$ cat config.mk
export PLATFORM = sky130hd
export DESIGN_NAME = aluCore
export DESIGN_NICKNAME = d
export VERILOG_FILES = /design/src/hw/aluOpsPkg.sv /design/src/hw/aluBusPkg.sv /design/src/hw/bcdCorrect.sv /design/src/hw/opDecoder.sv /design/src/hw/aluExecute.sv /design/src/hw/ccrResult.sv /design/src/hw/aluCore.sv
export SDC_FILE = /design/constraint.sdc
export NUM_CORES = 1
export LEC_CHECK = 0
export BUFFER_PORTS_ARGS = -buffer_cell sky130_fd_sc_hd__buf_2
export CAP_MARGIN = 30
export CORE_MARGIN = 2
export CORE_UTILIZATION = 33
export CTS_CLUSTER_SIZE = 16
export DETAILED_ROUTE_END_ITERATION = 10
export PLACE_DENSITY = 0.6
export SYNTH_ARGS = -nofsm -noshare
export SYNTH_HDL_FRONTEND = slang
export SYNTH_HIERARCHICAL = 1
export SYNTH_SLANG_ARGS = --single-unit
export TNS_END_PERCENT = 10
$ cat constraint.sdc
create_clock -name clk -period 10.18 [get_ports clk]
set_input_delay 0.509 -clock clk [delete_from_list [all_inputs] [get_ports clk]]
set_output_delay 0.509 -clock clk [all_outputs]
set_load 0.03 [all_outputs]
$ cat src/hw/aluOpsPkg.sv
// ALU operation package: operation codes, sizes, CCR flag layout and decoded operation
`default_nettype none

package aluOpsPkg;

	localparam int dataW = 16;     // Operand and result width
	localparam int ccrW  = 5;      // X N Z V C

	// Flag positions inside the CCR
	localparam int flagC = 0;
	localparam int flagV = 1;
	localparam int flagZ = 2;
	localparam int flagN = 3;
	localparam int flagX = 4;

	// CCR write masks, one bit per flag
	localparam logic [ccrW-1:0] maskAll  = 5'b11111;   // XNZVC
	localparam logic [ccrW-1:0] maskNzvc = 5'b01111;   // X kept
	localparam logic [ccrW-1:0] maskNone = 5'b00000;   // Nothing written

	// Kept operations
	typedef enum logic [4:0] {
		opAdd,
		opAddx,
		opSub,
		opSubx,
		opCmp,
		opAnd,
		opOr,
		opEor,
		opNeg,
		opNegx,
		opNot,
		opClr,
		opAbcd,
		opSbcd,
		opAsl,
		opAsr,
		opLsl,
		opLsr,
		opRol,
		opRor,
		opRoxl,
		opRoxr,
		opIllegal
	} aluOpE;

	typedef enum logic {
		sizeByte = 1'b0,
		sizeWord = 1'b1
	} opSizeE;

	// Operation after decode, travels with the data to the CCR stage
	typedef struct packed {
		aluOpE            op;
		opSizeE           size;
		logic [ccrW-1:0]  ccrMask;     // Flags this operation writes
		logic             stickyZ;     // Z may clear but never set
	} decodedOpS;

endpackage

`default_nettype wire

$ cat src/hw/aluBusPkg.sv
// ALU bus package: request, response and decode-to-execute payloads
`default_nettype none

package aluBusPkg;

	import aluOpsPkg::*;

	// Request into the core
	typedef struct packed {
		logic [15:0]       opcode;   // 68K opcode word
		logic [dataW-1:0]  src;
		logic [dataW-1:0]  dst;
	} aluReqS;

	// Response out of the core
	typedef struct packed {
		logic [dataW-1:0]  result;
		logic [ccrW-1:0]   ccr;      // CCR after this operation
		logic              illegal;  // Opcode not supported
	} aluRespS;

	// Decode register contents
	typedef struct packed {
		decodedOpS         dec;
		logic [dataW-1:0]  src;
		logic [dataW-1:0]  dst;
	} execS;

endpackage

`default_nettype wire

$ cat src/hw/bcdCorrect.sv
// BCD adjust: turns a binary byte sum or difference into packed decimal with carry and V
`timescale 1ns/100ps
`default_nettype none

module bcdCorrect
	import aluOpsPkg::*;
(
	input  logic [7:0]  binResult,
	input  logic        isAdd,
	input  logic        carryIn,     // Binary byte carry or borrow
	input  logic        halfCarry,   // Carry or borrow out of the low nibble
	output logic [7:0]  bcdResult,
	output logic        decCarry,
	output logic        overflow
);

	logic [8:0] lowStep;    // After low nibble adjust
	logic [4:0] highStep;   // High nibble plus carry
	logic       lowAdj;
	logic       highAdj;

	// Nibble above 9
	function automatic logic gt9(input logic [3:0] nib);
		return nib[3] & (nib[2] | nib[1]);
	endfunction

	assign lowAdj = halfCarry | (isAdd & gt9(binResult[3:0]));

	always_comb begin
		if (isAdd) begin
			lowStep  = {1'b0, binResult} + (lowAdj ? 9'd6 : 9'd0);
			highAdj  = carryIn | gt9(lowStep[7:4]) | lowStep[8];
			highStep = lowStep[8:4] + (highAdj ? 5'd6 : 5'd0);
			overflow = highStep[3] & ~binResult[7];
		end else begin
			lowStep  = {1'b0, binResult} - (lowAdj ? 9'd6 : 9'd0);
			highAdj  = carryIn;   // Subtract only corrects on borrow
			highStep = lowStep[8:4] - (highAdj ? 5'd6 : 5'd0);
			overflow = ~highStep[3] & binResult[7];
		end
	end

	assign bcdResult = {highStep[3:0], lowStep[3:0]};
	assign decCarry  = highStep[4] | carryIn;

endmodule

`default_nettype wire

$ cat src/hw/opDecoder.sv
// Opcode decoder: maps a 68K opcode word to an ALU operation, size and CCR mask, registered
`timescale 1ns/100ps
`default_nettype none

module opDecoder
	import aluOpsPkg::*, aluBusPkg::*;
(
	input  logic    clk,
	input  logic    reset,
	input  logic    advance,
	input  logic    reqValid,
	input  aluReqS  req,
	output logic    decValid,
	output execS    exec
);

	logic [15:0] opc;
	logic        sizeBad;     // Long or size 11
	logic        regForm;     // Dn,Dn or -(An),-(An) form of X and BCD ops
	aluOpE       decOp;
	opSizeE      decSize;
	decodedOpS   decoded;

	assign opc     = req.opcode;
	assign sizeBad = opc[7];
	assign regForm = (opc[5:4] == 2'b00);
	assign decSize = opc[6] ? sizeWord : sizeByte;

	// Operation by opcode group
	always_comb begin
		decOp = opIllegal;
		case (opc[15:12])
			4'hd: decOp = (opc[8] && regForm) ? opAddx : opAdd;
			4'h9: decOp = (opc[8] && regForm) ? opSubx : opSub;
			4'hb: decOp = (opc[8] && opc[5:3] != 3'b001) ? opEor : opCmp;   // CMPM stays CMP
			4'hc: begin
				if (opc[8] && regForm)
					decOp = opc[6] ? opIllegal : opAbcd;   // EXG is not kept
				else
					decOp = opAnd;
			end
			4'h8: begin
				if (opc[8] && regForm)
					decOp = opc[6] ? opIllegal : opSbcd;
				else
					decOp = opOr;
			end
			4'h4: begin
				if (!opc[8]) begin
					case (opc[11:9])
						3'b000:  decOp = opNegx;
						3'b001:  decOp = opClr;
						3'b010:  decOp = opNeg;
						3'b011:  decOp = opNot;
						default: decOp = opIllegal;
					endcase
				end
			end
			4'he: begin
				// Register form, type in 4:3, direction in bit 8
				case ({opc[4:3], opc[8]})
					3'd0: decOp = opAsr;
					3'd1: decOp = opAsl;
					3'd2: decOp = opLsr;
					3'd3: decOp = opLsl;
					3'd4: decOp = opRoxr;
					3'd5: decOp = opRoxl;
					3'd6: decOp = opRor;
					3'd7: decOp = opRol;
				endcase
			end
			default: decOp = opIllegal;
		endcase
		if (sizeBad)
			decOp = opIllegal;   // Long, memory shifts, MUL/DIV, ADDA and friends
	end

	// Flags written per operation
	always_comb begin
		decoded.op      = decOp;
		decoded.size    = decSize;
		decoded.stickyZ = decOp inside {opAddx, opSubx, opNegx, opAbcd, opSbcd};
		case (decOp)
			opCmp, opAnd, opOr, opEor,
			opClr, opNot, opRol, opRor: decoded.ccrMask = maskNzvc;
			opIllegal:                  decoded.ccrMask = maskNone;
			default:                    decoded.ccrMask = maskAll;
		endcase
	end

	always_ff @(posedge clk) begin
		if (reset)
			decValid <= 1'b0;
		else if (advance)
			decValid <= reqValid;
	end

	// Payload, no reset
	always_ff @(posedge clk) begin
		if (advance)
			exec <= '{dec: decoded, src: req.src, dst: req.dst};
	end

endmodule

`default_nettype wire

$ cat src/hw/aluExecute.sv
// ALU execute stage: execute register, adder/subtractor, logic unit, one-place shifter
`timescale 1ns/100ps
`default_nettype none

module aluExecute
	import aluOpsPkg::*, aluBusPkg::*;
(
	input  logic              clk,
	input  logic              reset,
	input  logic              advance,
	input  logic              decValid,
	input  execS              exec,
	input  logic [ccrW-1:0]   ccr,
	output logic              exValid,
	output decodedOpS         exOp,
	output logic [dataW-1:0]  rawResult,
	output logic              dstMsb,
	output logic              carryOut,
	output logic              overflow
);

	execS             exReg;
	aluOpE            op;
	logic             byteOp;
	logic             xIn;
	logic [dataW-1:0] src, dst;
	logic [dataW-1:0] opA, opB;          // opB - opA or opB + opA
	logic             isSub, cin;
	logic [dataW:0]   extA, extB, sum;   // One extra bit for carry
	logic             addCarry, addOv, halfCarry;
	logic             aMsb, bMsb, sumMsb;
	logic [7:0]       bcdResult;
	logic             decCarry, bcdOv;
	logic             shiftLeft, shiftIn, shiftOut;
	logic [dataW-1:0] shiftWord;
	logic [7:0]       shiftByte;
	logic [dataW-1:0] opResult;

	always_ff @(posedge clk) begin
		if (reset)
			exValid <= 1'b0;
		else if (advance)
			exValid <= decValid;
	end

	always_ff @(posedge clk) begin
		if (advance)
			exReg <= exec;
	end

	assign exOp   = exReg.dec;
	assign op     = exReg.dec.op;
	assign byteOp = (exReg.dec.size == sizeByte);
	assign src    = exReg.src;
	assign dst    = exReg.dst;
	assign xIn    = ccr[flagX];   // CCR already holds the previous op's flags
	assign dstMsb = byteOp ? dst[7] : dst[dataW-1];

	// Adder operand and carry-in selection
	always_comb begin
		isSub = 1'b1;
		opB   = dst;
		opA   = src;
		cin   = 1'b0;
		case (op)
			opAdd:          isSub = 1'b0;
			opAddx, opAbcd: begin isSub = 1'b0; cin = xIn; end
			opSubx, opSbcd: cin = xIn;
			opNeg:          begin opB = '0; opA = dst; end
			opNegx:         begin opB = '0; opA = dst; cin = xIn; end
			opNot:          begin opB = '0; opA = dst; cin = 1'b1; end   // 0 - d - 1
			default:        ;
		endcase
	end

	// Sized add/sub, carry lands in bit 8 or bit 16
	assign extA   = byteOp ? {{(dataW-7){1'b0}}, opA[7:0]} : {1'b0, opA};
	assign extB   = byteOp ? {{(dataW-7){1'b0}}, opB[7:0]} : {1'b0, opB};
	assign sum    = isSub ? extB - extA - {{dataW{1'b0}}, cin}
	                      : extB + extA + {{dataW{1'b0}}, cin};
	assign addCarry  = byteOp ? sum[8] : sum[dataW];
	assign sumMsb    = byteOp ? sum[7] : sum[dataW-1];
	assign aMsb      = byteOp ? opA[7] : opA[dataW-1];
	assign bMsb      = byteOp ? opB[7] : opB[dataW-1];
	assign halfCarry = extA[4] ^ extB[4] ^ sum[4];   // For decimal adjust
	assign addOv = isSub ? (~aMsb & bMsb & ~sumMsb) | (aMsb & ~bMsb & sumMsb)
	                     : (aMsb & bMsb & ~sumMsb) | (~aMsb & ~bMsb & sumMsb);

	bcdCorrect i_bcdCorrect (
		.binResult (sum[7:0]),
		.isAdd     (~isSub),
		.carryIn   (addCarry),
		.halfCarry (halfCarry),
		.bcdResult (bcdResult),
		.decCarry  (decCarry),
		.overflow  (bcdOv)
	);

	// One-place shifter
	assign shiftLeft = op inside {opAsl, opLsl, opRol, opRoxl};
	always_comb begin
		case (op)
			opAsr, opRol:   shiftIn = dstMsb;   // Sign fill or wrap
			opRor:          shiftIn = dst[0];
			opRoxl, opRoxr: shiftIn = xIn;
			default:        shiftIn = 1'b0;
		endcase
	end
	assign shiftWord = shiftLeft ? {dst[dataW-2:0], shiftIn} : {shiftIn, dst[dataW-1:1]};
	assign shiftByte = shiftLeft ? {dst[6:0], shiftIn} : {shiftIn, dst[7:1]};
	assign shiftOut  = shiftLeft ? dstMsb : dst[0];

	always_comb begin
		opResult = dst;   // Illegal passes dst through
		carryOut = 1'b0;
		overflow = 1'b0;
		case (op)
			opAdd, opAddx, opSub, opSubx,
			opCmp, opNeg, opNegx: begin
				opResult = sum[dataW-1:0];
				carryOut = addCarry;
				overflow = addOv;
			end
			opNot:          opResult = sum[dataW-1:0];
			opAnd:          opResult = src & dst;
			opOr:           opResult = src | dst;
			opEor:          opResult = src ^ dst;
			opClr:          opResult = '0;
			opAbcd, opSbcd: begin
				opResult = {dst[dataW-1:8], bcdResult};
				carryOut = decCarry;
				overflow = bcdOv;
			end
			opAsl, opAsr, opLsl, opLsr,
			opRol, opRor, opRoxl, opRoxr: begin
				opResult = byteOp ? {dst[dataW-1:8], shiftByte} : shiftWord;
				carryOut = shiftOut;
			end
			default:        ;
		endcase
	end

	// Byte ops keep dst's upper byte
	assign rawResult = byteOp ? {dst[dataW-1:8], opResult[7:0]} : opResult;

endmodule

`default_nettype wire

$ cat src/hw/ccrResult.sv
// CCR stage: builds the flags, merges them through the mask, holds CCR and response
`timescale 1ns/100ps
`default_nettype none

module ccrResult
	import aluOpsPkg::*, aluBusPkg::*;
(
	input  logic              clk,
	input  logic              reset,
	input  logic              advance,
	input  logic              exValid,
	input  decodedOpS         exOp,
	input  logic [dataW-1:0]  rawResult,
	input  logic              dstMsb,
	input  logic              carryOut,
	input  logic              overflow,
	output logic [ccrW-1:0]   ccr,
	output logic              respValid,
	output aluRespS           resp
);

	logic             byteOp;
	logic             resN, resZ;
	logic [ccrW-1:0]  flags;    // Candidate flags before mask
	logic [ccrW-1:0]  merged;   // Next CCR
	logic             illegal;

	assign byteOp  = (exOp.size == sizeByte);
	assign resN    = byteOp ? rawResult[7] : rawResult[dataW-1];
	assign resZ    = byteOp ? (rawResult[7:0] == 8'd0) : (rawResult == '0);
	assign illegal = (exOp.op == opIllegal);

	always_comb begin
		flags        = '0;
		flags[flagN] = resN;
		flags[flagZ] = resZ;
		flags[flagC] = carryOut;   // Carry, borrow, decimal carry or bit shifted out
		flags[flagX] = carryOut;
		flags[flagV] = overflow;
		case (exOp.op)
			opAsl: flags[flagV] = dstMsb ^ resN;   // Sign bit changed
			opAnd, opOr, opEor,
			opClr, opNot: begin
				flags[flagC] = 1'b0;
				flags[flagV] = 1'b0;
			end
			default: ;
		endcase

		merged = (flags & exOp.ccrMask) | (ccr & ~exOp.ccrMask);
		// X-forms and BCD only clear Z, so multi-precision chains work
		if (exOp.stickyZ)
			merged[flagZ] = resZ & ccr[flagZ];
	end

	// Control state and CCR
	always_ff @(posedge clk) begin
		if (reset) begin
			respValid <= 1'b0;
			ccr       <= '0;
		end else if (advance) begin
			respValid <= exValid;
			if (exValid)
				ccr <= merged;   // Same edge the op leaves execute
		end
	end

	// Response payload
	always_ff @(posedge clk) begin
		if (advance && exValid)
			resp <= '{result: rawResult, ccr: merged, illegal: illegal};
	end

endmodule

`default_nettype wire

$ cat src/hw/aluCore.sv
// 68K-style ALU core top: decode, execute and CCR stages behind valid/ready handshakes
`timescale 1ns/100ps
`default_nettype none

module aluCore
	import aluOpsPkg::*, aluBusPkg::*;
(
	input  logic     clk,
	input  logic     reset,
	input  logic     reqValid,
	output logic     reqReady,
	input  aluReqS   req,
	output logic     respValid,
	input  logic     respReady,
	output aluRespS  resp
);

	logic             advance;    // Whole pipe moves together
	logic             decValid;
	execS             exec;
	logic             exValid;
	decodedOpS        exOp;
	logic [dataW-1:0] rawResult;
	logic             dstMsb, carryOut, overflow;
	logic [ccrW-1:0]  ccr;

	// Stall only when a response is waiting and not taken
	assign advance  = ~respValid | respReady;
	assign reqReady = advance;

	opDecoder i_opDecoder (
		.clk      (clk),
		.reset    (reset),
		.advance  (advance),
		.reqValid (reqValid),
		.req      (req),
		.decValid (decValid),
		.exec     (exec)
	);

	aluExecute i_aluExecute (
		.clk       (clk),
		.reset     (reset),
		.advance   (advance),
		.decValid  (decValid),
		.exec      (exec),
		.ccr       (ccr),
		.exValid   (exValid),
		.exOp      (exOp),
		.rawResult (rawResult),
		.dstMsb    (dstMsb),
		.carryOut  (carryOut),
		.overflow  (overflow)
	);

	ccrResult i_ccrResult (
		.clk       (clk),
		.reset     (reset),
		.advance   (advance),
		.exValid   (exValid),
		.exOp      (exOp),
		.rawResult (rawResult),
		.dstMsb    (dstMsb),
		.carryOut  (carryOut),
		.overflow  (overflow),
		.ccr       (ccr),
		.respValid (respValid),
		.resp      (resp)
	);

endmodule

`default_nettype wire

# Word-level counts from Yosys, hierarchy flattened
# Memories as Yosys holds them, arrays and structs flattened. A register that Yosys moved wholly into a read port is not among the register bits.
# Index checks and enable logic that the tools add are counted.
[word_totals]
reg_bits = 113
rom_bits = 200
output_inout_bits = 24
elab_cells = 170
mem_count = 2
[memory_table]
columns = ["name", "depth", "width", "read_ports", "rd_ports_with_merged_regs", "wr", "line_no", "rtl"]
rows = [
  ["(no name shown)", 32, 5, 1, 1, 0, "opDecoder.sv:83", "case (decOp)"],
  ["(no name shown)", 8, 5, 1, 0, 0, "opDecoder.sv:61", "case ({opc[4:3], opc[8]})"],
]
[classes]
addsub = 8
eq_ne = 38
n_mux = 44
bitwise = 39
reduce_logical = 21
[ops]
columns = ["op", "count"]
rows = [
  ["16-bit two-way mux", 7],
  ["16-bit one-hot mux with 7 select lines", 1],
  ["5-bit by 4-bit == test with 1-bit output (second input constant)", 11],
  ["5-bit == test (second input constant)", 7],
  ["5-bit two-way mux", 7],
  ["5-bit one-hot mux with 7 select lines", 1],
  ["4-bit == test (second input constant)", 6],
  ["5-bit by 3-bit == test with 1-bit output (second input constant)", 4],
  ["5-bit one-hot mux with 4 select lines", 1],
  ["17-bit by 1-bit adder with 17-bit output", 1],
  ["17-bit adder", 1],
  ["17-bit two-way mux", 1],
  ["17-bit by 1-bit subtractor with 17-bit output", 1],
  ["17-bit subtractor", 1],
  ["16-bit AND", 1],
  ["16-bit logical NOT", 1],
  ["16-bit bitwise OR", 1],
  ["8-bit OR reduction", 2],
  ["16-bit XOR", 1],
  ["5-bit by 2-bit == test with 1-bit output (second input constant)", 3],
  ["1-bit two-way mux", 15],
  ["1-bit AND", 14],
  ["5-bit AND", 2],
  ["5-bit by 1-bit == test with 1-bit output (second input constant)", 2],
  ["other kinds (31)", 58],
]

# Depth between registers and ports, before layout
# Gate-level depths: netlist of the first run.
[logic_depth]
depth_word = 28
depth_mapped = 37
depth_no_buf = 35

# Cells and area by module
# Netlist of the first run, hierarchy kept.
[by_module_without_submodules]
columns = ["module", "n_inst", "cells_each", "area_each_um2", "seq_area_each_um2"]
rows = [
  ["aluExecute", 1, 686, 5480.3, 1341.3],
  ["opDecoder", 1, 106, 1750.4, 1251.2],
  ["ccrResult", 1, 76, 1086.0, 780.7],
  ["bcdCorrect", 1, 97, 749.5, 0.0],
  ["aluCore", 1, 1, 6.3, 0.0],
]

# Least setup slack after synthesis of the first run
# OpenSTA, ideal clock, no wires.
[synth_path]
path_type = "register -> register"
start = "register i_aluExecute.exReg, in the netlist i_aluExecute/op[2]"
end = "register, netlist name i_ccrResult/resp[3]"
setup_ps = 129
arrival_ps = 7370
required_ps = 10051
path_slack_ps = 2681
stages_incl_launch_ff = 36
n_path_buf = 2
synth_period_minus_slack_ps = 7499
cell_sequence = "edfxtp_1 -> buf_6 -> a21o_1 -> nor2_1 -> clkbuf_1 -> nor2_1 -> fa_1 -> fa_1 -> nand2b_1 -> a21oi_1 -> xnor2_1 -> nor2_1 -> a21oi_1 -> xnor2_1 -> nand2b_1 -> ha_1 -> fa_1 -> nand3_1 -> nor4_1 -> o21a_1 -> a211o_1 -> ha_1 -> inv_1 -> fa_1 -> nand3b_1 -> a211o_2 -> o311ai_0 -> or4_1 -> a22oi_1 -> nand3_1 -> a21oi_1 -> a21oi_1 -> nor4_1 -> nand2_1 -> nor4b_1 -> a21o_1"
[synth_via]
elab_cells_between_ends = 74
[synth_lines]
columns = ["item", "line_no", "rtl"]
rows = [
  ["start, declared", "aluExecute.sv:22", "execS exReg;"],
  ["start signal, assigned", "aluExecute.sv:48", "exReg <= exec;"],
  ["5-bit by 4-bit == test with 1-bit output", "aluExecute.sv:65", "case (op)"],
  ["3-bit OR reduction (no line)", "-", ""],
  ["16-bit two-way mux", "aluExecute.sv:65", ""],
  ["16-bit two-way mux, on equally long branches", "aluExecute.sv:78, aluExecute.sv:77", ""],
  ["17-bit subtractor / 17-bit adder (equally long branches)", "aluExecute.sv:79, aluExecute.sv:80", ""],
  ["17-bit by 1-bit subtractor with 17-bit output / 17-bit by 1-bit adder with 17-bit output (equally long branches)", "aluExecute.sv:79, aluExecute.sv:80", ""],
  ["17-bit two-way mux (*)", "aluExecute.sv:79", "assign sum = isSub ? extB - extA - {{dataW{1'b0}}, cin}"],
  ["named net i_aluExecute.sum[4]", "aluExecute.sv:29", "logic [dataW:0] extA, extB, sum;"],
  ["(+1 left out)", "-", ""],
  ["named net i_aluExecute.halfCarry", "aluExecute.sv:30", "logic addCarry, addOv, halfCarry;"],
  ["(+10 left out)", "-", ""],
  ["named net i_aluExecute.bcdResult[7]", "aluExecute.sv:32", "logic [7:0] bcdResult;"],
  ["(+1 left out)", "-", ""],
  ["16-bit two-way mux (*)", "aluExecute.sv:144", "assign rawResult = byteOp ? {dst[dataW-1:8], opResult[7:0]} : opResult;"],
  ["named net rawResult[7]", "aluCore.sv:23", "logic [dataW-1:0] rawResult;"],
  ["16-bit logical NOT / 8-bit logical NOT (equally long branches)", "ccrResult.sv:30", "assign resZ = byteOp ? (rawResult[7:0] == 8'd0) : (rawResult == '0);"],
  ["1-bit two-way mux (*)", "ccrResult.sv:30", ""],
  ["5-bit AND", "ccrResult.sv:50", "merged = (flags & exOp.ccrMask) | (ccr & ~exOp.ccrMask);"],
  ["5-bit bitwise OR", "ccrResult.sv:50", ""],
  ["1-bit two-way mux (*)", "ccrResult.sv:52", "if (exOp.stickyZ)"],
  ["named net i_ccrResult.merged[2]", "ccrResult.sv:25", "logic [ccrW-1:0] merged;"],
]
# The timed path passes the listed nets; every way through them passes the cells marked *.
# A chain may end at the register's enable or synchronous reset.

# Worst setup path in the final report of the first run
[layout_path]
start = "register i_aluExecute.exReg, in the netlist i_aluExecute/op[3]"
end = "register, netlist name i_ccrResult/resp[3]"
[layout_via]
elab_chain_cells = 27
elab_cells_between_ends = 74
[layout_lines]
columns = ["item", "line_no"]
rows = [
  ["5-bit by 4-bit == test with 1-bit output", "aluExecute.sv:65"],
  ["3-bit OR reduction (no line)", "-"],
  ["16-bit two-way mux", "aluExecute.sv:65"],
  ["16-bit two-way mux, on equally long branches", "aluExecute.sv:78, aluExecute.sv:77"],
  ["17-bit subtractor / 17-bit adder (equally long branches)", "aluExecute.sv:79, aluExecute.sv:80"],
  ["17-bit by 1-bit subtractor with 17-bit output / 17-bit by 1-bit adder with 17-bit output (equally long branches)", "aluExecute.sv:79, aluExecute.sv:80"],
  ["17-bit two-way mux (*)", "aluExecute.sv:79"],
  ["named net i_aluExecute.sum[2]", "aluExecute.sv:29"],
  ["(+13 left out)", "-"],
  ["named net i_aluExecute.bcdResult[7]", "aluExecute.sv:32"],
  ["(+1 left out)", "-"],
  ["16-bit two-way mux (*)", "aluExecute.sv:144"],
  ["named net rawResult[7]", "aluCore.sv:23"],
  ["16-bit logical NOT / 8-bit logical NOT (equally long branches)", "ccrResult.sv:30"],
  ["1-bit two-way mux (*)", "ccrResult.sv:30"],
  ["5-bit AND", "ccrResult.sv:50"],
  ["5-bit bitwise OR", "ccrResult.sv:50"],
  ["1-bit two-way mux (*)", "ccrResult.sv:52"],
  ["named net i_ccrResult.merged[2]", "ccrResult.sv:25"],
]
# Marks and branches as above.

==> flow_summary.json, run 1 <==
{
  "antenna_cells": 0,
  "ys_warn_count": 6,
  "vdd_drop_max_v": 0.000171,
  "critPathKind": "flop to flop",
  "ys_async_sr_fraction": 0,
  "fin_cells": 1386,
  "dieWidth_um": 170,
  "cp_common_cell": "fa_1",
  "coreArea_um2": 27000,
  "hold-path-cell-count": 1,
  "initial_core_util": 0.337,
  "synth_cells": 966,
  "finalSetupViolations": 0,
  "ys_types": 100,
  "num_rows": 60,
  "cp-start-kind": "flop",
  "dp_hpwl_mm": 17.5,
  "drive_above_1_share": 0.152,
  "drt-total-wl_mm": 23.2,
  "rsz0062_at_grt": "no",
  "endpoint_kind": "flop",
  "max_cap_violations": 0,
  "placed_cells": 1354,
  "clk_pin_slew_worst_paths_ns": 0.06,
  "synth_edf_count": 107,
  "slew_headroom": 0.401,
  "cts_tree": "yes",
  "slew_viol_final": 0,
  "place.gp.congestion": 0.876,
  "ys_ff_latch": 115,
  "boundaryPins": 76,
  "ant_nets": 0,
  "arrival_ns": 9.08,
  "intPower_mw": 1.17,
  "reg2reg_to": "i_ccrResult/resp[3]",
  "pwr-share-seq": 0.322,
  "vias_per_cell": 5.34,
  "hold_path_end": "i_opDecoder/exec[20]",
  "port_buffers": 72,
  "cts_sinks": 115,
  "clk_latency_ns": 0.42,
  "hold_class": "input pin to flop",
  "drt_iter0_drc": 548,
  "layout_min_cycle_time_ns": 8.79,
  "layout_setup_ws_ns": 1.39,
  "synth_area_per_cell_um2": 9.39,
  "placed_area_um2": 9760,
  "post-place-ws_ns": 1.42,
  "cp_max_fo": 21,
  "grt_remaining_overflow": 0,
  "vias": 7396,
  "syn_to_final_growth_pct": 14.1,
  "r2r-start": "i_aluExecute/op[3]",
  "power_density_nw_per_um2": 174,
  "fin_area_um2": 10300,
  "design.die.area_um2": 28800,
  "critPathRequiredTime_ns": 10.47,
  "ys_seq_area_frac": 0.372,
  "drc_errors": 0,
  "skew_ns": 0.0130,
  "cts.htree.levels": 4,
  "crit_path_start": "i_aluExecute/op[3]",
  "clock_path_buffers": 2,
  "max_stage_delay_ns": 0.72,
  "die_h_um": 170,
  "post-cts-setup-buffer-count": 0,
  "postCtsResizedCells": 0,
  "tns_ns": 0,
  "finalHoldViolations": 0,
  "grt_max_degree": 62,
  "grt_usage": 0.161,
  "cts_hold_buf": 0,
  "firstDrtPassIters": 7,
  "cts_buffers": 17,
  "regToRegSetupSlack_ns": 1.39,
  "combPwrFrac": 0.357,
  "layout_commonest_cell": "edfxtp_1",
  "switching_share": 0.353,
  "antenna_found_initial": 0,
  "max_freq_ghz": 0.114,
  "finalNetCount": 1178,
  "hold_path.startpoint": "req[20]",
  "layout_common_cells": "edfxtp_1 (107), inv_1 (104), ha_1 (86), nand2_1 (78), nor2_1 (77)",
  "switchingPower_uw": 636,
  "syn_nets": 1112,
  "cts-root-buf": "clkbuf_16",
  "leakage_nw": 4.38,
  "grt_pass1_wl_mm": 36.5,
  "synth_area_um2": 9070,
  "power_mw": 1.80,
  "worstMarginPinSlew_ns": 0.892,
  "status": "finished clean",
  "ff2ff_path_depth": 31,
  "slowest_stage": "edfxtp_1",
  "synthFlopType": "edfxtp_1",
  "clockPowerShare": 0.321,
  "period_share": 0.863,
  "grt_pass1_vias": 7001,
  "post_drt_wl_per_cell_um": 16.7
}
-- worst max-delay path: cells and delay by family, from the launching register on --
kind	cells	cell delay, ns
buf+inv	1	0.07
simple gates	13	3.55
flops	1	0.72
fa+ha+maj	6	2.10
compound gates	10	1.52
xor+xnor	1	0.72
-- power by group through the flow --
stage               sequential (mW)  clock, mW  combinational, mW
CTS                           0.580      0.592              0.639
detailed placement            0.589          0              0.634
global placement              0.589          0              0.623
finish                        0.580      0.579              0.643
global route                  0.584      0.606              0.718
floorplan                     0.585          0              0.475
-- Yosys cell counts (4+ instances only) --
master | n | share of area
a21o_1 | 12 | 0.0099
a311oi_1 | 4 | 0.0039
a31oi_1 | 4 | 0.0028
and3_1 | 8 | 0.0055
edfxtp_1 | 107 | 0.35
dfxtp_1 | 8 | 0.018
a2bb2oi_1 | 5 | 0.0048
fa_1 | 8 | 0.018
mux2i_1 | 17 | 0.019
o21a_1 | 7 | 0.0058
inv_1 | 104 | 0.043
a211oi_1 | 10 | 0.0083
a221oi_1 | 7 | 0.0068
o21ai_0 | 45 | 0.025
xor2_1 | 4 | 0.0039
nand3_1 | 26 | 0.014
or3_1 | 6 | 0.0041
buf_6 | 7 | 0.0087
nor4_1 | 7 | 0.0048
nand2_1 | 78 | 0.032
or2_2 | 5 | 0.0034
a21oi_1 | 72 | 0.040
and2_1 | 4 | 0.0028
o21ai_1 | 4 | 0.0022
nor2_1 | 77 | 0.032
nor3_1 | 19 | 0.010
o22ai_1 | 5 | 0.0034
a222oi_1 | 6 | 0.0066
a22oi_1 | 7 | 0.0058
nand3b_1 | 8 | 0.0066
o211ai_1 | 9 | 0.0074
nand2b_1 | 22 | 0.015
a21boi_0 | 4 | 0.0033
ha_1 | 86 | 0.12
o2111ai_1 | 5 | 0.0048
clkbuf_1 | 24 | 0.0099
buf_4 | 4 | 0.0033
o31ai_1 | 6 | 0.0050
xnor2_1 | 29 | 0.028
nor2b_1 | 5 | 0.0034
-- state kept, by name, summed over array words and instances (netlist names) --
register and flops:
i_aluExecute/dst 16, i_aluExecute/exOp 7, i_aluExecute/exValid 1, i_aluExecute/op 5
i_aluExecute/src 16, i_ccrResult/ccr 5, i_ccrResult/resp 22, i_ccrResult/respValid 1
i_opDecoder/decValid 1, i_opDecoder/exec 41
-- metal layers --
layer | vias up | global-route usage | wire (um)
met5 | - | 0 | 0
met4 | 0 | 0.0517 | 382
met3 | 28 | 0.0238 | 1290
met2 | 232 | 0.273 | 11100
met1 | 3508 | 0.211 | 10400
li1 | 3628 | - | -
-- worst max-delay path by stage --
stage	end	slack [ns]
2_1_floorplan	i_ccrResult/resp[3]	2.68
3_3_place_gp	i_ccrResult/resp[3]	1.54
3_5_place_dp	i_ccrResult/resp[3]	1.42
4_1_cts	i_ccrResult/resp[3]	1.36
5_1_grt	i_ccrResult/resp[3]	0.53
6_report	i_ccrResult/resp[3]	1.39
-- logic make-up after synthesis --
family                   after synthesis  synth area share
AND/OR/NAND/NOR                      297             0.167
AO/OA/AOI/OAI                        261             0.202
buffers and inverters                146            0.0684
flip-flops                           115             0.372
adder cells (fa/ha/maj)               94             0.136
XOR/XNOR                              33            0.0319
multiplexers                          20            0.0225
-- final cells by class --
type / instances / area [um2]
Sequential cell: 115 / 3370
Inverter: 105 / 394
Clock inverter: 15 / 160
Multi-Input combinational cell: 705 / 5090
Clock buffer: 17 / 425
Tap cell: 341 / 427
Fill cell: 2630 / 16600
Timing Repair Buffer: 88 / 484
-- stage by stage --
| step | utilization | hold WS, ns |
|---|---|---|
| 6_report | 0.384 | 0.264 |
| 5_1_grt | 0.384 | 0.254 |
| 4_1_cts | 0.384 | 0.241 |
| 3_5_place_dp | 0.362 | 0.405 |
| 3_3_place_gp | 0.362 | 0.403 |
| 2_1_floorplan | - | 0.400 |
Power figures use the tool's default switching activity.
==> run 2, diff against run 1 <==
--- a/config.mk
+++ b/config.mk
@@ -12,6 +12,7 @@
 export CTS_CLUSTER_SIZE = 16
 export DETAILED_ROUTE_END_ITERATION = 10
 export PLACE_DENSITY = 0.6
+export REMOVE_ABC_BUFFERS = 1
 export SYNTH_ARGS = -nofsm -noshare
 export SYNTH_HDL_FRONTEND = slang
 export SYNTH_HIERARCHICAL = 1
==> run 2 against run 1 <==
Effect of this change:
- clock power decreased by 2%
- maximum frequency fell by 2.2%
- non-clock buffer count unchanged
==> flow_summary.json, run 2 (synthesis gave the netlist of run 1 again) <==
{
  "clk_latency_ns": 0.42,
  "post-place-ws_ns": 1.42,
  "rsz0062_at_grt": "no",
  "port_buffers": 72,
  "vdd_drop_max_v": 0.000152,
  "boundaryPins": 76,
  "layout_min_cycle_time_ns": 8.99,
  "tns_ns": 0,
  "initial_core_util": 0.337,
  "reg2reg_to": "i_ccrResult/resp[3]",
  "largest-register": "i_opDecoder/exec",
  "place.gp.congestion": 0.919,
  "cp-start-kind": "flop",
  "status": "finished clean",
  "largest_reg_flops": 41,
  "layout_setup_ws_ns": 1.19,
  "intPower_mw": 1.15,
  "leakage_nw": 4.38,
  "slowest_stage": "edfxtp_1",
  "grt_pass1_wl_mm": 37.6,
  "cts_buffers": 17,
  "timing.critical_path.buf_inv": 2,
  "die_h_um": 170,
  "cts.htree.levels": 4,
  "switching_share": 0.359,
  "finalHoldViolations": 0,
  "power_mw": 1.79,
  "hold_path.startpoint": "req[21]",
  "clock_path_buffers": 2,
  "combPwrFrac": 0.358,
  "design.die.area_um2": 28800,
  "clk_pin_slew_worst_paths_ns": 0.06,
  "layout_common_cells": "edfxtp_1 (107), inv_1 (104), ha_1 (86), nand2_1 (78), nor2_1 (77)",
  "hold_ws_ns": 0.263,
  "grt_usage": 0.166,
  "finalSetupViolations": 0,
  "r2r-start": "i_aluExecute/op[3]",
  "cts-root-buf": "clkbuf_16",
  "skew_ns": 0.00705,
  "max_freq_ghz": 0.111,
  "largestRegisters": "i_opDecoder/exec x41, i_ccrResult/resp x22",
  "antenna_cells": 0,
  "layout_commonest_cell": "edfxtp_1",
  "power_density_nw_per_um2": 173,
  "vias": 7418,
  "slew_headroom": 0.323,
  "arrival_ns": 9.28,
  "hold-path-cell-count": 1,
  "drc_errors": 0,
  "ff2ff_path_depth": 34,
  "cts_tree": "yes",
  "grt_pass1_vias": 7097,
  "syn_to_final_growth_pct": 14.1,
  "coreArea_um2": 27000,
  "placed_area_um2": 9780,
  "ant_nets": 0,
  "dp_hpwl_mm": 17.7,
  "worstMarginPinSlew_ns": 0.987,
  "hold_class": "input pin to flop",
  "finalNetCount": 1178,
  "slew_viol_final": 0,
  "switchingPower_uw": 643,
  "drive_above_1_share": 0.152,
  "firstDrtPassIters": 7,
  "postCtsResizedCells": 0,
  "max_stage_delay_ns": 0.72,
  "regToRegSetupSlack_ns": 1.19,
  "num-fill-cells": 2664,
  "vias_per_cell": 5.35,
  "fin_area_um2": 10300,
  "crit_path_start": "i_aluExecute/op[3]",
  "cts_hold_buf": 0,
  "drt-total-wl_mm": 23.1,
  "cp_max_fo": 21,
  "cp_top_family": "simple AND/OR/NAND/NOR gates",
  "drt_iter0_drc": 510,
  "endpoint_kind": "flop",
  "clockPowerShare": 0.318,
  "period_share": 0.883,
  "grt_max_degree": 64,
  "critPathRequiredTime_ns": 10.47,
  "critPathKind": "flop to flop",
  "post-cts-setup-buffer-count": 0,
  "pwr-share-seq": 0.324,
  "cts_sinks": 115,
  "hold_path_end": "i_opDecoder/exec[21]",
  "num_rows": 60,
  "antenna_found_initial": 0,
  "post_drt_wl_per_cell_um": 16.7,
  "max_cap_violations": 0,
  "dieWidth_um": 170,
  "grt_remaining_overflow": 0
}
-- run 2: cell count changes in the layout (fill, tap and decap cells not counted) --
cell / before / now
buf_16: 0 / 1
buf_2: 72 / 74
buf_4: 15 / 13
buf_6: 1 / 0
bufinv_16: 2 / 1
clkinv_2: 2 / 0
clkinv_4: 5 / 2
inv_6: 1 / 6
inv_8: 0 / 1
-- run 2: area by class of cell --
type | instances | area, um2 | area share
multi-input cells | 705 | 5090 | 0.491
well taps | 341 | 427 | 0.0412
flip-flops and latches | 115 | 3370 | 0.326
repair buffers | 88 | 495 | 0.0479
inverters | 105 | 394 | 0.0381
clock inverters | 15 | 149 | 0.0144
clock buffers | 17 | 425 | 0.0411
-- run 2: worst reg2reg max path, delay by kind of cell (launching register included) --
kind | cells | cell delay [ns]
and+or+nand+nor | 14 | 3.88
adders and majority gates | 6 | 2.10
AOI/OAI and AO/OA | 10 | 1.63
DFF | 1 | 0.72
xor gates and xnor gates | 2 | 0.26
buffers and inverters | 2 | 0.25
-- run 2: metal layers --
layer  wire length (um)  vias to the layer above  GRT usage
met5                  0                        -          0
met4                671                        0     0.0673
met3               1120                       46     0.0292
met2              10900                      210      0.268
met1              10400                     3523      0.221
li1                   -                     3639          -
-- run 2: per-stage QoR --
| step | util | cells |
|---|---|---|
| 2_1_floorplan | - | 925 |
| 3_3_place_gp | 0.361 | 1350 |
| 3_5_place_dp | 0.363 | 1354 |
| 4_1_cts | 0.384 | 1386 |
| 5_1_grt | 0.384 | 1386 |
| 6_report | 0.384 | 1386 |
-- run 2: power by group through the flow --
| stage | clock (mW) | sequential [mW] | combinational (mW) |
|---|---|---|---|
| 4_1_cts | 0.585 | 0.580 | 0.639 |
| 6_report | 0.570 | 0.580 | 0.640 |
| 3_5_place_dp | 0 | 0.589 | 0.636 |
| 2_1_floorplan | 0 | 0.590 | 0.453 |
| 3_3_place_gp | 0 | 0.588 | 0.625 |
| 5_1_grt | 0.605 | 0.584 | 0.723 |
-- run 2: worst max path at each step --
stage	endpoint	slack, ns	cells after the start
after floorplan	i_ccrResult/resp[3]	2.02	33
after global placement	i_ccrResult/resp[3]	1.57	34
after detailed placement	i_ccrResult/resp[3]	1.42	34
after CTS	i_ccrResult/resp[3]	1.33	31
after global routing	i_ccrResult/resp[3]	0.44	31
final	i_ccrResult/resp[3]	1.19	34
==> run 3, diff against run 2 <==
--- a/config.mk
+++ b/config.mk
@@ -12,6 +12,7 @@
 export CTS_CLUSTER_SIZE = 16
 export DETAILED_ROUTE_END_ITERATION = 10
 export PLACE_DENSITY = 0.6
+export RECOVER_POWER = 50
 export REMOVE_ABC_BUFFERS = 1
 export SYNTH_ARGS = -nofsm -noshare
 export SYNTH_HDL_FRONTEND = slang
==> run 3 against run 2 <==
Effect of this change:
- critical path type unchanged
- highest routed layer unchanged
- count of clock-buffer cells in the layout is the same
- core utilization shrank 0.18 points
- register-to-register slack is essentially flat
- worst setup slack gained 0.0037 ns
==> flow_summary.json, run 3 (synthesis gave the netlist of run 1 again) <==
{
  "vdd_drop_max_v": 0.000152,
  "grt_pass1_wl_mm": 37.6,
  "cp-start-kind": "flop",
  "clockPowerShare": 0.319,
  "leakage_nw": 4.32,
  "skew_ns": 0.00752,
  "power_density_nw_per_um2": 174,
  "slowest_stage": "edfxtp_1",
  "grt_remaining_overflow": 0,
  "num_rows": 60,
  "largestRegisters": "i_opDecoder/exec x41, i_ccrResult/resp x22",
  "postCtsResizedCells": 0,
  "ant_nets": 0,
  "switching_share": 0.360,
  "vias": 7394,
  "cts_tree": "yes",
  "worstMarginPinSlew_ns": 1.30,
  "power_mw": 1.79,
  "cp_max_fo": 21,
  "tns_ns": 0,
  "initial_core_util": 0.337,
  "hold_ws_ns": 0.264,
  "critPathKind": "flop to flop",
  "period_share": 0.883,
  "grt_pass1_vias": 7097,
  "critPathRequiredTime_ns": 10.47,
  "switchingPower_uw": 643,
  "max_cap_violations": 0,
  "layout_commonest_cell": "edfxtp_1",
  "post-cts-setup-buffer-count": 0,
  "cts_sinks": 115,
  "slew_headroom": 0.132,
  "cp_top_family": "simple AND/OR/NAND/NOR gates",
  "slew_viol_final": 0,
  "max_freq_ghz": 0.111,
  "largest_reg_flops": 41,
  "finalSetupViolations": 0,
  "firstDrtPassIters": 5,
  "drive_above_1_share": 0.131,
  "placed_area_um2": 9780,
  "post_drt_wl_per_cell_um": 16.7,
  "drt-total-wl_mm": 23.1,
  "grt_max_degree": 64,
  "cts_hold_buf": 0,
  "antenna_found_initial": 0,
  "cts-root-buf": "clkbuf_16",
  "finalNetCount": 1178,
  "post-place-ws_ns": 1.42,
  "dp_hpwl_mm": 17.7,
  "port_buffers": 72,
  "finalHoldViolations": 0,
  "clock_path_buffers": 2,
  "coreArea_um2": 27000,
  "boundaryPins": 76,
  "r2r-start": "i_aluExecute/op[3]",
  "layout_setup_ws_ns": 1.19,
  "place.gp.congestion": 0.919,
  "layout_common_cells": "edfxtp_1 (107), inv_1 (104), ha_1 (86), nand2_1 (78), nor2_1 (77)",
  "combPwrFrac": 0.357,
  "design.die.area_um2": 28800,
  "layout_min_cycle_time_ns": 8.99,
  "pwr-share-seq": 0.324,
  "fin_area_um2": 10300,
  "max_stage_delay_ns": 0.72,
  "vias_per_cell": 5.33,
  "clk_pin_slew_worst_paths_ns": 0.06,
  "die_h_um": 170,
  "dieWidth_um": 170,
  "cts.htree.levels": 4,
  "status": "finished clean",
  "clk_latency_ns": 0.42,
  "hold_class": "input pin to flop",
  "grt_usage": 0.166,
  "intPower_mw": 1.15,
  "cts_buffers": 17,
  "largest-register": "i_opDecoder/exec",
  "crit_path_start": "i_aluExecute/op[3]",
  "antenna_cells": 0,
  "drc_errors": 0,
  "rsz0062_at_grt": "no",
  "hold_path.startpoint": "req[21]",
  "syn_to_final_growth_pct": 13.6,
  "arrival_ns": 9.28,
  "endpoint_kind": "flop",
  "timing.critical_path.buf_inv": 2,
  "drt_iter0_drc": 559
}
run 3: cell count changes in the layout (fill, tap and decap cells not counted), sizes merged:
cell | previous run | this run
buf | 88 | 69
clkbuf | 17 | 36
run 3: cell type report:
type / instances / area [um2]
flip-flops and latches: 115 / 3370
well taps: 341 / 427
repair buffers: 88 / 472
multi-input cells: 705 / 5060
fillers: 2676 / 16600
inverters: 105 / 394
clock inverters: 15 / 149
clock buffers: 17 / 425
run 3: path summary, 6_finish.rpt:
kind	endpoint	slack (ns)	depth (start not counted)
max	i_ccrResult/resp[3]	1.19	34
max reg2reg	i_ccrResult/resp[3]	1.19	34
min	i_opDecoder/exec[21]	0.26	1
min reg2reg	i_aluExecute/src[7]	0.42	0
run 3: power by group through the flow:
stage | clock network [mW] | logic [mW] | registers, mW
finish | 0.570 | 0.639 | 0.580
global route | 0.605 | 0.721 | 0.584
CTS | 0.585 | 0.639 | 0.580
detailed placement | 0 | 0.636 | 0.589
global placement | 0 | 0.625 | 0.588
floorplan | 0 | 0.453 | 0.590
run 3: worst register-to-register path, delay by kind of cell (launching register included):
kind / cells / cell delay (ns)
adder cells (fa/ha/maj): 6 / 2.10
AO/OA/AOI/OAI: 10 / 1.62
flip-flops: 1 / 0.72
XOR/XNOR: 2 / 0.25
AND/OR/NAND/NOR: 14 / 3.90
buffers and inverters: 2 / 0.25
run 3: per-stage QoR:
step / std cells / util
after detailed placement: 1354 / 0.363
after global placement: 1350 / 0.361
after global routing: 1386 / 0.382
after CTS: 1386 / 0.384
after floorplan: 925 / -
final: 1386 / 0.382
run 3: per-layer routing:
layer  track usage  part of all wire
met1         0.221              0.45
met2         0.268              0.47
met3        0.0292             0.047
met4        0.0673             0.029
met5             0                 0
